## config.mk

```make
export PLATFORM = sky130hd
export DESIGN_NAME = mxv_top
export DESIGN_NICKNAME = d
export VERILOG_FILES = /design/src/source/fifo_pkg.sv /design/src/source/fsm_fifo.sv /design/src/source/pointers_M.sv /design/src/source/ram_matrix.sv /design/src/source/fifo_matrix.sv /design/src/source/row_sequencer.sv /design/src/source/mac_stage.sv /design/src/source/mxv_top.sv
export SDC_FILE = /design/constraint.sdc
export NUM_CORES = 1
export LEC_CHECK = 0
export BUFFER_PORTS_ARGS = -buffer_cell sky130_fd_sc_hd__buf_2
export CAP_MARGIN = 5
export CORE_MARGIN = 2
export CORE_UTILIZATION = 70
export CTS_BUF_LIST = sky130_fd_sc_hd__clkbuf_2 sky130_fd_sc_hd__clkbuf_4 sky130_fd_sc_hd__clkbuf_8
export CTS_CLUSTER_DIAMETER = 50
export CTS_CLUSTER_SIZE = 40
export DETAILED_ROUTE_END_ITERATION = 10
export PLACE_DENSITY_LB_ADDON = 0.2
export SETUP_SLACK_MARGIN = 0.05
export SYNTH_ARGS = -nofsm -noshare
export SYNTH_HDL_FRONTEND = slang
export SYNTH_SLANG_ARGS = --single-unit
```

## constraint.sdc

```tcl
create_clock -name clk -period 11.3 [get_ports clk]
set_clock_uncertainty 0.1 [all_clocks]
set_input_delay 0.565 -clock clk [delete_from_list [all_inputs] [get_ports clk]]
set_output_delay 0.565 -clock clk [all_outputs]
set_load 0.02 [all_outputs]
```

## src/source/fifo_pkg.sv

```systemverilog
//====================
// fifo_pkg
// shared widths, constants, pipeline structs
// and sequencer states of the mxv subsystem
//====================
package fifo_pkg;

	//====================
	// sizes
	//====================
	// largest matrix dimension
	localparam int MAX_N = 8;
	// element slots in the matrix fifo
	localparam int DEPTH = 64;
	// pointer width, wraps at DEPTH
	localparam int COUNT_N_N = 6;

	//====================
	// scalar types
	//====================
	// signed matrix or vector element
	typedef logic signed [7:0] data_t;
	// dimension N, 1 to 8
	typedef logic [3:0] nibble_t;
	// address or fill count, holds 64
	typedef logic [6:0] M_address_t;
	// 8 products of 16 bits plus 3 growth bits
	typedef logic signed [18:0] acc_t;
	// row or column index
	typedef logic [2:0] row_t;

	// operand pair, sequencer to mac
	typedef struct packed {
		logic  valid;
		data_t a;
		data_t x;
		logic  last;
		row_t  row;
	} elem_t;

	// one finished row sum
	typedef struct packed {
		logic valid;
		acc_t value;
		row_t row;
	} result_t;

	typedef enum logic {
		IDLE,
		BUSY
	} seq_state_t;

endpackage

```

## src/source/fsm_fifo.sv

```systemverilog
//====================
// fsm_fifo
// gates push and pop requests into ram
// write and read enables
//====================
module fsm_fifo (
	input  logic clk,
	input  logic rst_n,
	input  logic push,
	input  logic pop,
	input  logic full,
	input  logic empty,
	output logic wr_en,
	output logic rd_en
);

	// full and empty arrive registered from the pointer block
	// push dropped while full
	assign wr_en = push & ~full;
	// pop ignored while empty
	assign rd_en = pop & ~empty;

	//====================
	// checks
	//====================
	// no write into a full store
	wr_not_full_a: assert property (
		@(posedge clk) disable iff (!rst_n)
		wr_en |-> !full
	);

	// no read from an empty store
	rd_not_empty_a: assert property (
		@(posedge clk) disable iff (!rst_n)
		rd_en |-> !empty
	);

endmodule

```

## src/source/pointers_M.sv

```systemverilog
//====================
// pointers_M
// write/read pointers, fill count and
// full, empty, ready status for size N
//====================
module pointers_M
	import fifo_pkg::*;
#(
	parameter int MAX_DIM = MAX_N
) (
	input  logic                 clk,
	input  logic                 rst_n,
	input  logic                 push,
	input  logic                 pop,
	input  nibble_t              N,
	output logic [COUNT_N_N-1:0] count_push,
	output logic [COUNT_N_N-1:0] count_pop,
	output logic                 full,
	output logic                 empty,
	output logic                 ready
);

	// elements stored
	M_address_t count_q;
	// clamped dimension
	nibble_t    n_eff;
	// elements in one matrix
	M_address_t n_sq;

	// N above MAX_DIM treated as MAX_DIM, zero as one
	always_comb begin
		if (N > nibble_t'(MAX_DIM)) begin
			n_eff = nibble_t'(MAX_DIM);
		end else if (N == '0) begin
			n_eff = nibble_t'(1);
		end else begin
			n_eff = N;
		end
	end

	assign n_sq = M_address_t'(n_eff) * M_address_t'(n_eff);

	//====================
	// pointers and count
	//====================
	always_ff @(posedge clk or negedge rst_n) begin
		if (!rst_n) begin
			count_push <= '0;
			count_pop  <= '0;
			count_q    <= '0;
		end else begin
			// natural wrap at DEPTH
			if (push) begin
				count_push <= count_push + 1'b1;
			end
			if (pop) begin
				count_pop <= count_pop + 1'b1;
			end
			// simultaneous push and pop keep the count
			case ({push, pop})
				2'b10:   count_q <= count_q + 1'b1;
				2'b01:   count_q <= count_q - 1'b1;
				default: count_q <= count_q;
			endcase
		end
	end

	// status from the registered count
	assign full  = (count_q == M_address_t'(DEPTH));
	assign empty = (count_q == '0);
	// whole matrix stored
	assign ready = (count_q >= n_sq);

	// occupancy bounded by the store size
	count_range_a: assert property (
		@(posedge clk) disable iff (!rst_n)
		count_q <= M_address_t'(DEPTH)
	);

endmodule

```

## src/source/ram_matrix.sv

```systemverilog
//====================
// ram_matrix
// element store, one write port and a
// registered read port
//====================
module ram_matrix
	import fifo_pkg::*;
(
	input  logic       clk,
	input  logic       wr_en,
	input  logic       rd_en,
	input  M_address_t count_push,
	input  M_address_t count_pop,
	input  data_t      data_in,
	output data_t      data_out
);

	data_t mem [DEPTH];

	// write at the end of the wr_en cycle
	always_ff @(posedge clk) begin
		if (wr_en) begin
			mem[count_push[COUNT_N_N-1:0]] <= data_in;
		end
	end

	// popped element shows one cycle after rd_en
	// holds its value between pops
	always_ff @(posedge clk) begin
		if (rd_en) begin
			data_out <= mem[count_pop[COUNT_N_N-1:0]];
		end
	end

endmodule

```

## src/source/fifo_matrix.sv

```systemverilog
//====================
// fifo_matrix
// matrix fifo stage, control, pointers and ram
//====================
module fifo_matrix
	import fifo_pkg::*;
#(
	parameter int MAX_DIM = MAX_N
) (
	input  logic    clk,
	input  logic    rst_n,
	input  logic    pop,
	input  logic    push,
	input  data_t   data_in,
	input  nibble_t N,
	output logic    full,
	output logic    empty,
	output logic    ready,
	output data_t   data_out
);

	// gated enables
	logic wr_en_w;
	logic rd_en_w;
	// pointers from pointers_M
	logic [COUNT_N_N-1:0] wr_ptr_w;
	logic [COUNT_N_N-1:0] rd_ptr_w;

	//====================
	// control
	//====================
	fsm_fifo fsm_fifo_inst (
		.clk   (clk),
		.rst_n (rst_n),
		.push  (push),
		.pop   (pop),
		.full  (full),
		.empty (empty),
		.wr_en (wr_en_w),
		.rd_en (rd_en_w)
	);

	// store
	ram_matrix ram_matrix_inst (
		.clk        (clk),
		.wr_en      (wr_en_w),
		.rd_en      (rd_en_w),
		.count_push (M_address_t'(wr_ptr_w)),
		.count_pop  (M_address_t'(rd_ptr_w)),
		.data_in    (data_in),
		.data_out   (data_out)
	);

	// pointers advance on the gated enables only
	pointers_M #(
		.MAX_DIM (MAX_DIM)
	) pointers_M_inst (
		.clk        (clk),
		.rst_n      (rst_n),
		.push       (wr_en_w),
		.pop        (rd_en_w),
		.N          (N),
		.count_push (wr_ptr_w),
		.count_pop  (rd_ptr_w),
		.full       (full),
		.empty      (empty),
		.ready      (ready)
	);

endmodule

```

## src/source/row_sequencer.sv

```systemverilog
//====================
// row_sequencer
// vector register, start control, pops
// and row/column tracking
//====================
module row_sequencer
	import fifo_pkg::*;
#(
	parameter int MAX_DIM = MAX_N
) (
	input  logic    clk,
	input  logic    rst_n,
	input  logic    start,
	input  logic    ready,
	input  logic    vec_wr,
	input  row_t    vec_idx,
	input  data_t   vec_data,
	input  nibble_t N,
	input  data_t   fifo_data,
	output logic    pop,
	output logic    busy,
	output elem_t   elem
);

	seq_state_t state_q;
	data_t      vec_q [MAX_DIM];
	// position of the element popped this cycle
	row_t       col_q;
	row_t       row_q;
	// N-1 latched at start
	row_t       last_idx_q;
	// all pops issued, waiting for the final element
	logic       drain_q;
	nibble_t    n_eff;
	logic       start_ok;
	logic       col_end;
	logic       row_end;
	// one cycle behind, lined up with fifo_data
	logic       valid_d;
	logic       last_d;
	row_t       col_d;
	row_t       row_d;

	// clamp N into 1..MAX_DIM
	always_comb begin
		if (N > nibble_t'(MAX_DIM)) begin
			n_eff = nibble_t'(MAX_DIM);
		end else if (N == '0) begin
			n_eff = nibble_t'(1);
		end else begin
			n_eff = N;
		end
	end

	assign busy     = (state_q == BUSY);
	assign pop      = busy && !drain_q;
	// new start ignored while busy or before a full matrix
	assign start_ok = (state_q == IDLE) && start && ready;
	assign col_end  = (col_q == last_idx_q);
	assign row_end  = (row_q == last_idx_q);

	// vector writes only while idle
	always_ff @(posedge clk) begin
		if (state_q == IDLE && vec_wr && int'(vec_idx) < MAX_DIM) begin
			vec_q[vec_idx] <= vec_data;
		end
	end

	//====================
	// state and counters
	//====================
	always_ff @(posedge clk or negedge rst_n) begin
		if (!rst_n) begin
			state_q    <= IDLE;
			col_q      <= '0;
			row_q      <= '0;
			last_idx_q <= '0;
			drain_q    <= 1'b0;
		end else begin
			case (state_q)
				IDLE: begin
					if (start_ok) begin
						state_q    <= BUSY;
						col_q      <= '0;
						row_q      <= '0;
						last_idx_q <= row_t'(n_eff - 1'b1);
						drain_q    <= 1'b0;
					end
				end
				BUSY: begin
					if (drain_q) begin
						// final element on elem this cycle
						state_q <= IDLE;
						drain_q <= 1'b0;
					end else if (col_end) begin
						col_q <= '0;
						row_q <= row_q + 1'b1;
						drain_q <= row_end;
					end else begin
						col_q <= col_q + 1'b1;
					end
				end
				default: state_q <= IDLE;
			endcase
		end
	end

	// element strobe follows pop by one cycle
	always_ff @(posedge clk or negedge rst_n) begin
		if (!rst_n) begin
			valid_d <= 1'b0;
		end else begin
			valid_d <= pop;
		end
	end

	// tags of the popped element
	always_ff @(posedge clk) begin
		if (pop) begin
			col_d  <= col_q;
			row_d  <= row_q;
			last_d <= col_end;
		end
	end

	always_comb begin
		elem.valid = valid_d;
		elem.a     = fifo_data;
		elem.x     = vec_q[col_d];
		elem.last  = last_d;
		elem.row   = row_d;
	end

	// pops only inside a run
	pop_in_run_a: assert property (
		@(posedge clk) disable iff (!rst_n)
		pop |-> busy
	);

endmodule

```

## src/source/mac_stage.sv

```systemverilog
//====================
// mac_stage
// signed multiply-accumulate per row,
// one result strobe per row
//====================
module mac_stage
	import fifo_pkg::*;
(
	input  logic    clk,
	input  logic    rst_n,
	input  elem_t   elem,
	output result_t result
);

	acc_t               acc_q;
	logic signed [15:0] prod;
	// running sum including this element
	acc_t               sum;
	logic               valid_q;
	acc_t               value_q;
	row_t               row_q;

	assign prod = $signed(elem.a) * $signed(elem.x);
	// sign extend into the accumulator width
	assign sum  = acc_q + acc_t'(prod);

	//====================
	// accumulator
	//====================
	always_ff @(posedge clk or negedge rst_n) begin
		if (!rst_n) begin
			acc_q   <= '0;
			valid_q <= 1'b0;
		end else begin
			// single cycle strobe
			valid_q <= elem.valid && elem.last;
			if (elem.valid) begin
				// restart at zero so the next row follows without a gap
				if (elem.last) begin
					acc_q <= '0;
				end else begin
					acc_q <= sum;
				end
			end
		end
	end

	// completed row sum and its index
	always_ff @(posedge clk) begin
		if (elem.valid && elem.last) begin
			value_q <= sum;
			row_q   <= elem.row;
		end
	end

	always_comb begin
		result.valid = valid_q;
		result.value = value_q;
		result.row   = row_q;
	end

endmodule

```

## src/source/mxv_top.sv

```systemverilog
//====================
// mxv_top
// matrix by vector multiplier, fifo,
// sequencer and mac chained in a pipeline
//====================
module mxv_top
	import fifo_pkg::*;
#(
	parameter int MAX_DIM = MAX_N
) (
	input  logic    clk,
	input  logic    rst_n,
	input  logic    push,
	input  data_t   data_in,
	input  nibble_t N,
	input  logic    vec_wr,
	input  row_t    vec_idx,
	input  data_t   vec_data,
	input  logic    start,
	output logic    full,
	output logic    empty,
	output logic    ready,
	output logic    busy,
	output result_t result
);

	logic  pop_w;
	data_t fifo_data_w;
	elem_t elem_w;

	//====================
	// stage 1, matrix fifo
	//====================
	fifo_matrix #(
		.MAX_DIM (MAX_DIM)
	) fifo_matrix_inst (
		.clk      (clk),
		.rst_n    (rst_n),
		.pop      (pop_w),
		.push     (push),
		.data_in  (data_in),
		.N        (N),
		.full     (full),
		.empty    (empty),
		.ready    (ready),
		.data_out (fifo_data_w)
	);

	// stage 2, pops and pairs elements with the vector
	row_sequencer #(
		.MAX_DIM (MAX_DIM)
	) row_sequencer_inst (
		.clk       (clk),
		.rst_n     (rst_n),
		.start     (start),
		.ready     (ready),
		.vec_wr    (vec_wr),
		.vec_idx   (vec_idx),
		.vec_data  (vec_data),
		.N         (N),
		.fifo_data (fifo_data_w),
		.pop       (pop_w),
		.busy      (busy),
		.elem      (elem_w)
	);

	// stage 3, row sums
	mac_stage mac_stage_inst (
		.clk    (clk),
		.rst_n  (rst_n),
		.elem   (elem_w),
		.result (result)
	);

endmodule

```

==> impl_results.md <==
- Maximum cell stage delay along the critical path: 1.07 ns
- ANT nets after route: 0
- Number of antenna violations at the first check in global routing: 1
- Number of setup buffers added after CTS: 0
- Post-synth ARST share: 0.07646
- Clock Sinks: 667
- Reg2reg end: mac_stage_inst.value_q[17]
- RSZ-0062 raised after global routing: no
- Synth top area share: 0.6241
- CP top delay family: adder cells
- Synth area leader: edfxtp_1
- Final min period: 7.058 ns
- Fillers: 2319
- Synthesized cell area: 29500 um2
- Clock Latency Late Sink: roughly 0.68 ns
- Share of post-route cells with drive strength above 1: 0.2054
- Critical path buffers and inverters: 1
- Dominant cell by count in the synthesized netlist: edfxtp_1
- CP max-delay cell: dfxtp_1
- Synth cell types: 52
- Utilization after layout: 0.7514
- Depth of the CTS H-tree: 2
- Core area: 41760 um2
- Row count: 75
- Initial Util: 0.7064
- Endpoints failing hold: 0
- Worst Path Max Fanout: 16
- Routed wire length: roughly 58000 um
- Reg2reg setup slack: approximately 4.2 ns
- Syn nets: 1776
- Hold/Removal Path Class: in -> reg
- Sequential element share of the synthesized area: 0.6694
- Crit path kind: reg -> reg
- DRT Pass-1 Iters: 5
- Most frequent cells after synthesis: edfxtp_1, mux4_2, inv_1
- Setup TNS: 0 ns
- CTS tree: yes
- Critical Path AT: 7.36 ns
- Vias in the first global route: 14860
- Nets: 1835
- Final Cycle Share: 0.6246
- Gr ovfl total: 0
- Crit path depth: 16
- First-pass GRT wire length: 89130 um
- GPL Wtd Cong: about 0.8
- Vias/cell: around 6.4
- Hold_ws: 0.04351 ns
- Root Driver: clkbuf_8
- Area contributors post-synth: edfxtp_1, mux4_2, fa_1
- CP endpoint kind: register
- Clk buf depth: 3
- Number of synthesized flops with an enable pin: 613
- Placed cell count: 2147
- IO buf count: 54
- Max-Cap Viols: 0
- CP startpoint kind: register
- WL/cell: between 20 and 30 um
- Seq cells post-synth: 667
- Tightest Pin Transition: 1.264 ns
- Post-CTS Hold Buffers: 1
- Die W: 209.3 um
- DRC: 0
- Critical Path RT: 11.60 ns
- GRT Resource Usage Total: 0.2768
- Register-to-Register Path Depth: 16
- Initial DRC Count: between 1000 and 1500
- Slew margin rel.: 0.1574
- CTS resizes: 0
- Critical-path cell list: mux4_2 > mux2i_1 > nand2b_1 > fa_1 > fa_1 > inv_1 > fa_1 > fa_1 > fa_1 > ha_1 > nor3_1 > o21ai_0 > a21oi_1 > o21ai_0 > o31a_1 > xor2_1
- Worst setup path end: mac_stage_inst.value_q[17]
- Total Die Area: roughly 44000 um2
- Syn Inst Count: 1598
- Avg Inst Size Synth: 18.46 um2
- Cts bufs inserted: 46
- Most used DFF post-synth: edfxtp_1
- Area Overhead vs Synth: 6.371%
- Post-DP HPWL: 37330 um
- Largest net degree at the start of global routing: 77
- Warnings from Yosys: 0
- Status: finished, final reports clean
- I/O Pins: 55
- Fmax achieved: approximately 140 MHz
- Clk slew on worst S/H paths: 0.13 ns
- Final setup vio count: 0
- Crit-path most repeated cell: fa_1
- Max Slew Vio Count: 0
- Vias: 14410
- Die H: 209.3 um
- Final cell count without fillers: 2234
worst min-delay path by stage:
stage	startpoint	to	slack (ns)	cells after the start
floorplan	rst_n	fifo_matrix_inst.pointers_M_inst.count_pop[0]	0.17	0
global placement	row_sequencer_inst.row_d[0]	mac_stage_inst.row_q[0]	0.31	0
detailed placement	row_sequencer_inst.row_d[0]	mac_stage_inst.row_q[0]	0.31	0
CTS	vec_data[2]	row_sequencer_inst.vec_q[4][2]	0.01	1
global route	vec_data[4]	row_sequencer_inst.vec_q[2][4]	0.04	1
finish	vec_data[6]	row_sequencer_inst.vec_q[4][6]	0.04	1
kinds of logic after synthesis:
group                      synth area share
DFF                                  0.6694
and+or+nand+nor                     0.04411
muxes                                0.1440
buffers and inverters               0.02384
adders and majority gates           0.08526
AOI/OAI and AO/OA                   0.02053
xor gates and xnor gates            0.01277
other                             0.0001271
area by class of cell:
class,count,area [um2],share of cell area
Antenna cell,1,2.502,0.00007975
Tap cell,539,674.4,0.02149
Multi-Input combinational cell,764,9056,0.2886
Inverter,109,409.1,0.01304
Sequential cell,667,19750,0.6295
Timing Repair Buffer,69,385.4,0.01228
Clock inverter,37,441.7,0.01408
Clock buffer,48,654.4,0.02086
placed cells by master, fill, tap and decap left out, drive strengths merged, types with 3 or more instances in the layout:
| master | Yosys | layout |
|---|---|---|
| nand3 | 11 | 11 |
| a22o | 12 | 12 |
| a211oi | 6 | 6 |
| clkinvlp | 0 | 3 |
| nand3b | 11 | 11 |
| a22oi | 6 | 6 |
| mux2i | 16 | 16 |
| xnor2 | 25 | 25 |
| xor2 | 18 | 18 |
| a21o | 5 | 5 |
| o21a | 4 | 4 |
| or2 | 3 | 3 |
| nor3 | 8 | 8 |
| fa | 85 | 85 |
| nand4 | 3 | 3 |
| mux2 | 11 | 11 |
| buf | 32 | 68 |
| nand2 | 65 | 65 |
| ha | 65 | 65 |
| dfrtp | 51 | 51 |
| clkinv | 0 | 14 |
| and3 | 4 | 4 |
| and2 | 9 | 9 |
| clkbuf | 26 | 48 |
| a21oi | 9 | 9 |
| o21ai | 39 | 39 |
| nor2b | 37 | 37 |
| dfxtp | 3 | 3 |
| nor4 | 4 | 4 |
| edfxtp | 613 | 613 |
| inv | 109 | 129 |
| nor2 | 98 | 98 |
| nand2b | 12 | 12 |
| mux4 | 176 | 176 |
worst register-to-register path, delay by kind of cell, from the launching register on:
family / cells / cell delay (ns)
simple gates: 2 / 0.47
mux: 2 / 1.35
buf+inv: 1 / 0.06
compound gates: 4 / 1.02
fa+ha+maj: 6 / 2.59
xor+xnor: 1 / 0.14
flops: 1 / 1.07
through the flow:
step | cell area, um2 | setup slack [ns]
3_3_place_gp | 30270 | 4.443
2_1_floorplan | 29500 | 5.245
5_1_grt | 31370 | 3.692
6_report | 31380 | 4.242
3_5_place_dp | 30270 | 4.268
4_1_cts | 31370 | 4.223
registers in the layout (all words and copies together), names as in the netlist, named ones only:
signal / flops
row_sequencer_inst.row_d: 3
mac_stage_inst.acc_q: 19
fifo_matrix_inst.ram_matrix_inst.mem: 512
row_sequencer_inst.col_d: 3
row_sequencer_inst.valid_d: 1
mac_stage_inst.valid_q: 1
row_sequencer_inst.drain_q: 1
row_sequencer_inst.row_q: 3
row_sequencer_inst.last_idx_q: 3
fifo_matrix_inst.pointers_M_inst.count_q: 7
mac_stage_inst.row_q: 3
fifo_matrix_inst.pointers_M_inst.count_push: 6
row_sequencer_inst.vec_q: 64
fifo_matrix_inst.pointers_M_inst.count_pop: 6
row_sequencer_inst.busy: 1
row_sequencer_inst.col_q: 3
mac_stage_inst.value_q: 19
fifo_matrix_inst.ram_matrix_inst.data_out: 8
row_sequencer_inst.last_d: 1
per-layer routing:
layer | track usage | routed length [um] | up-vias
li1 | - | - | 6245
met1 | 0.3830 | 22310 | 7488
met2 | 0.4693 | 29570 | 565
met3 | 0.03636 | 3784 | 108
met4 | 0.09236 | 1888 | 0
met5 | 0 | 0 | -
Power is left out: the tool's default activity adds up to more than one toggle a clock period on the data nets, which glitch-free logic cannot reach.
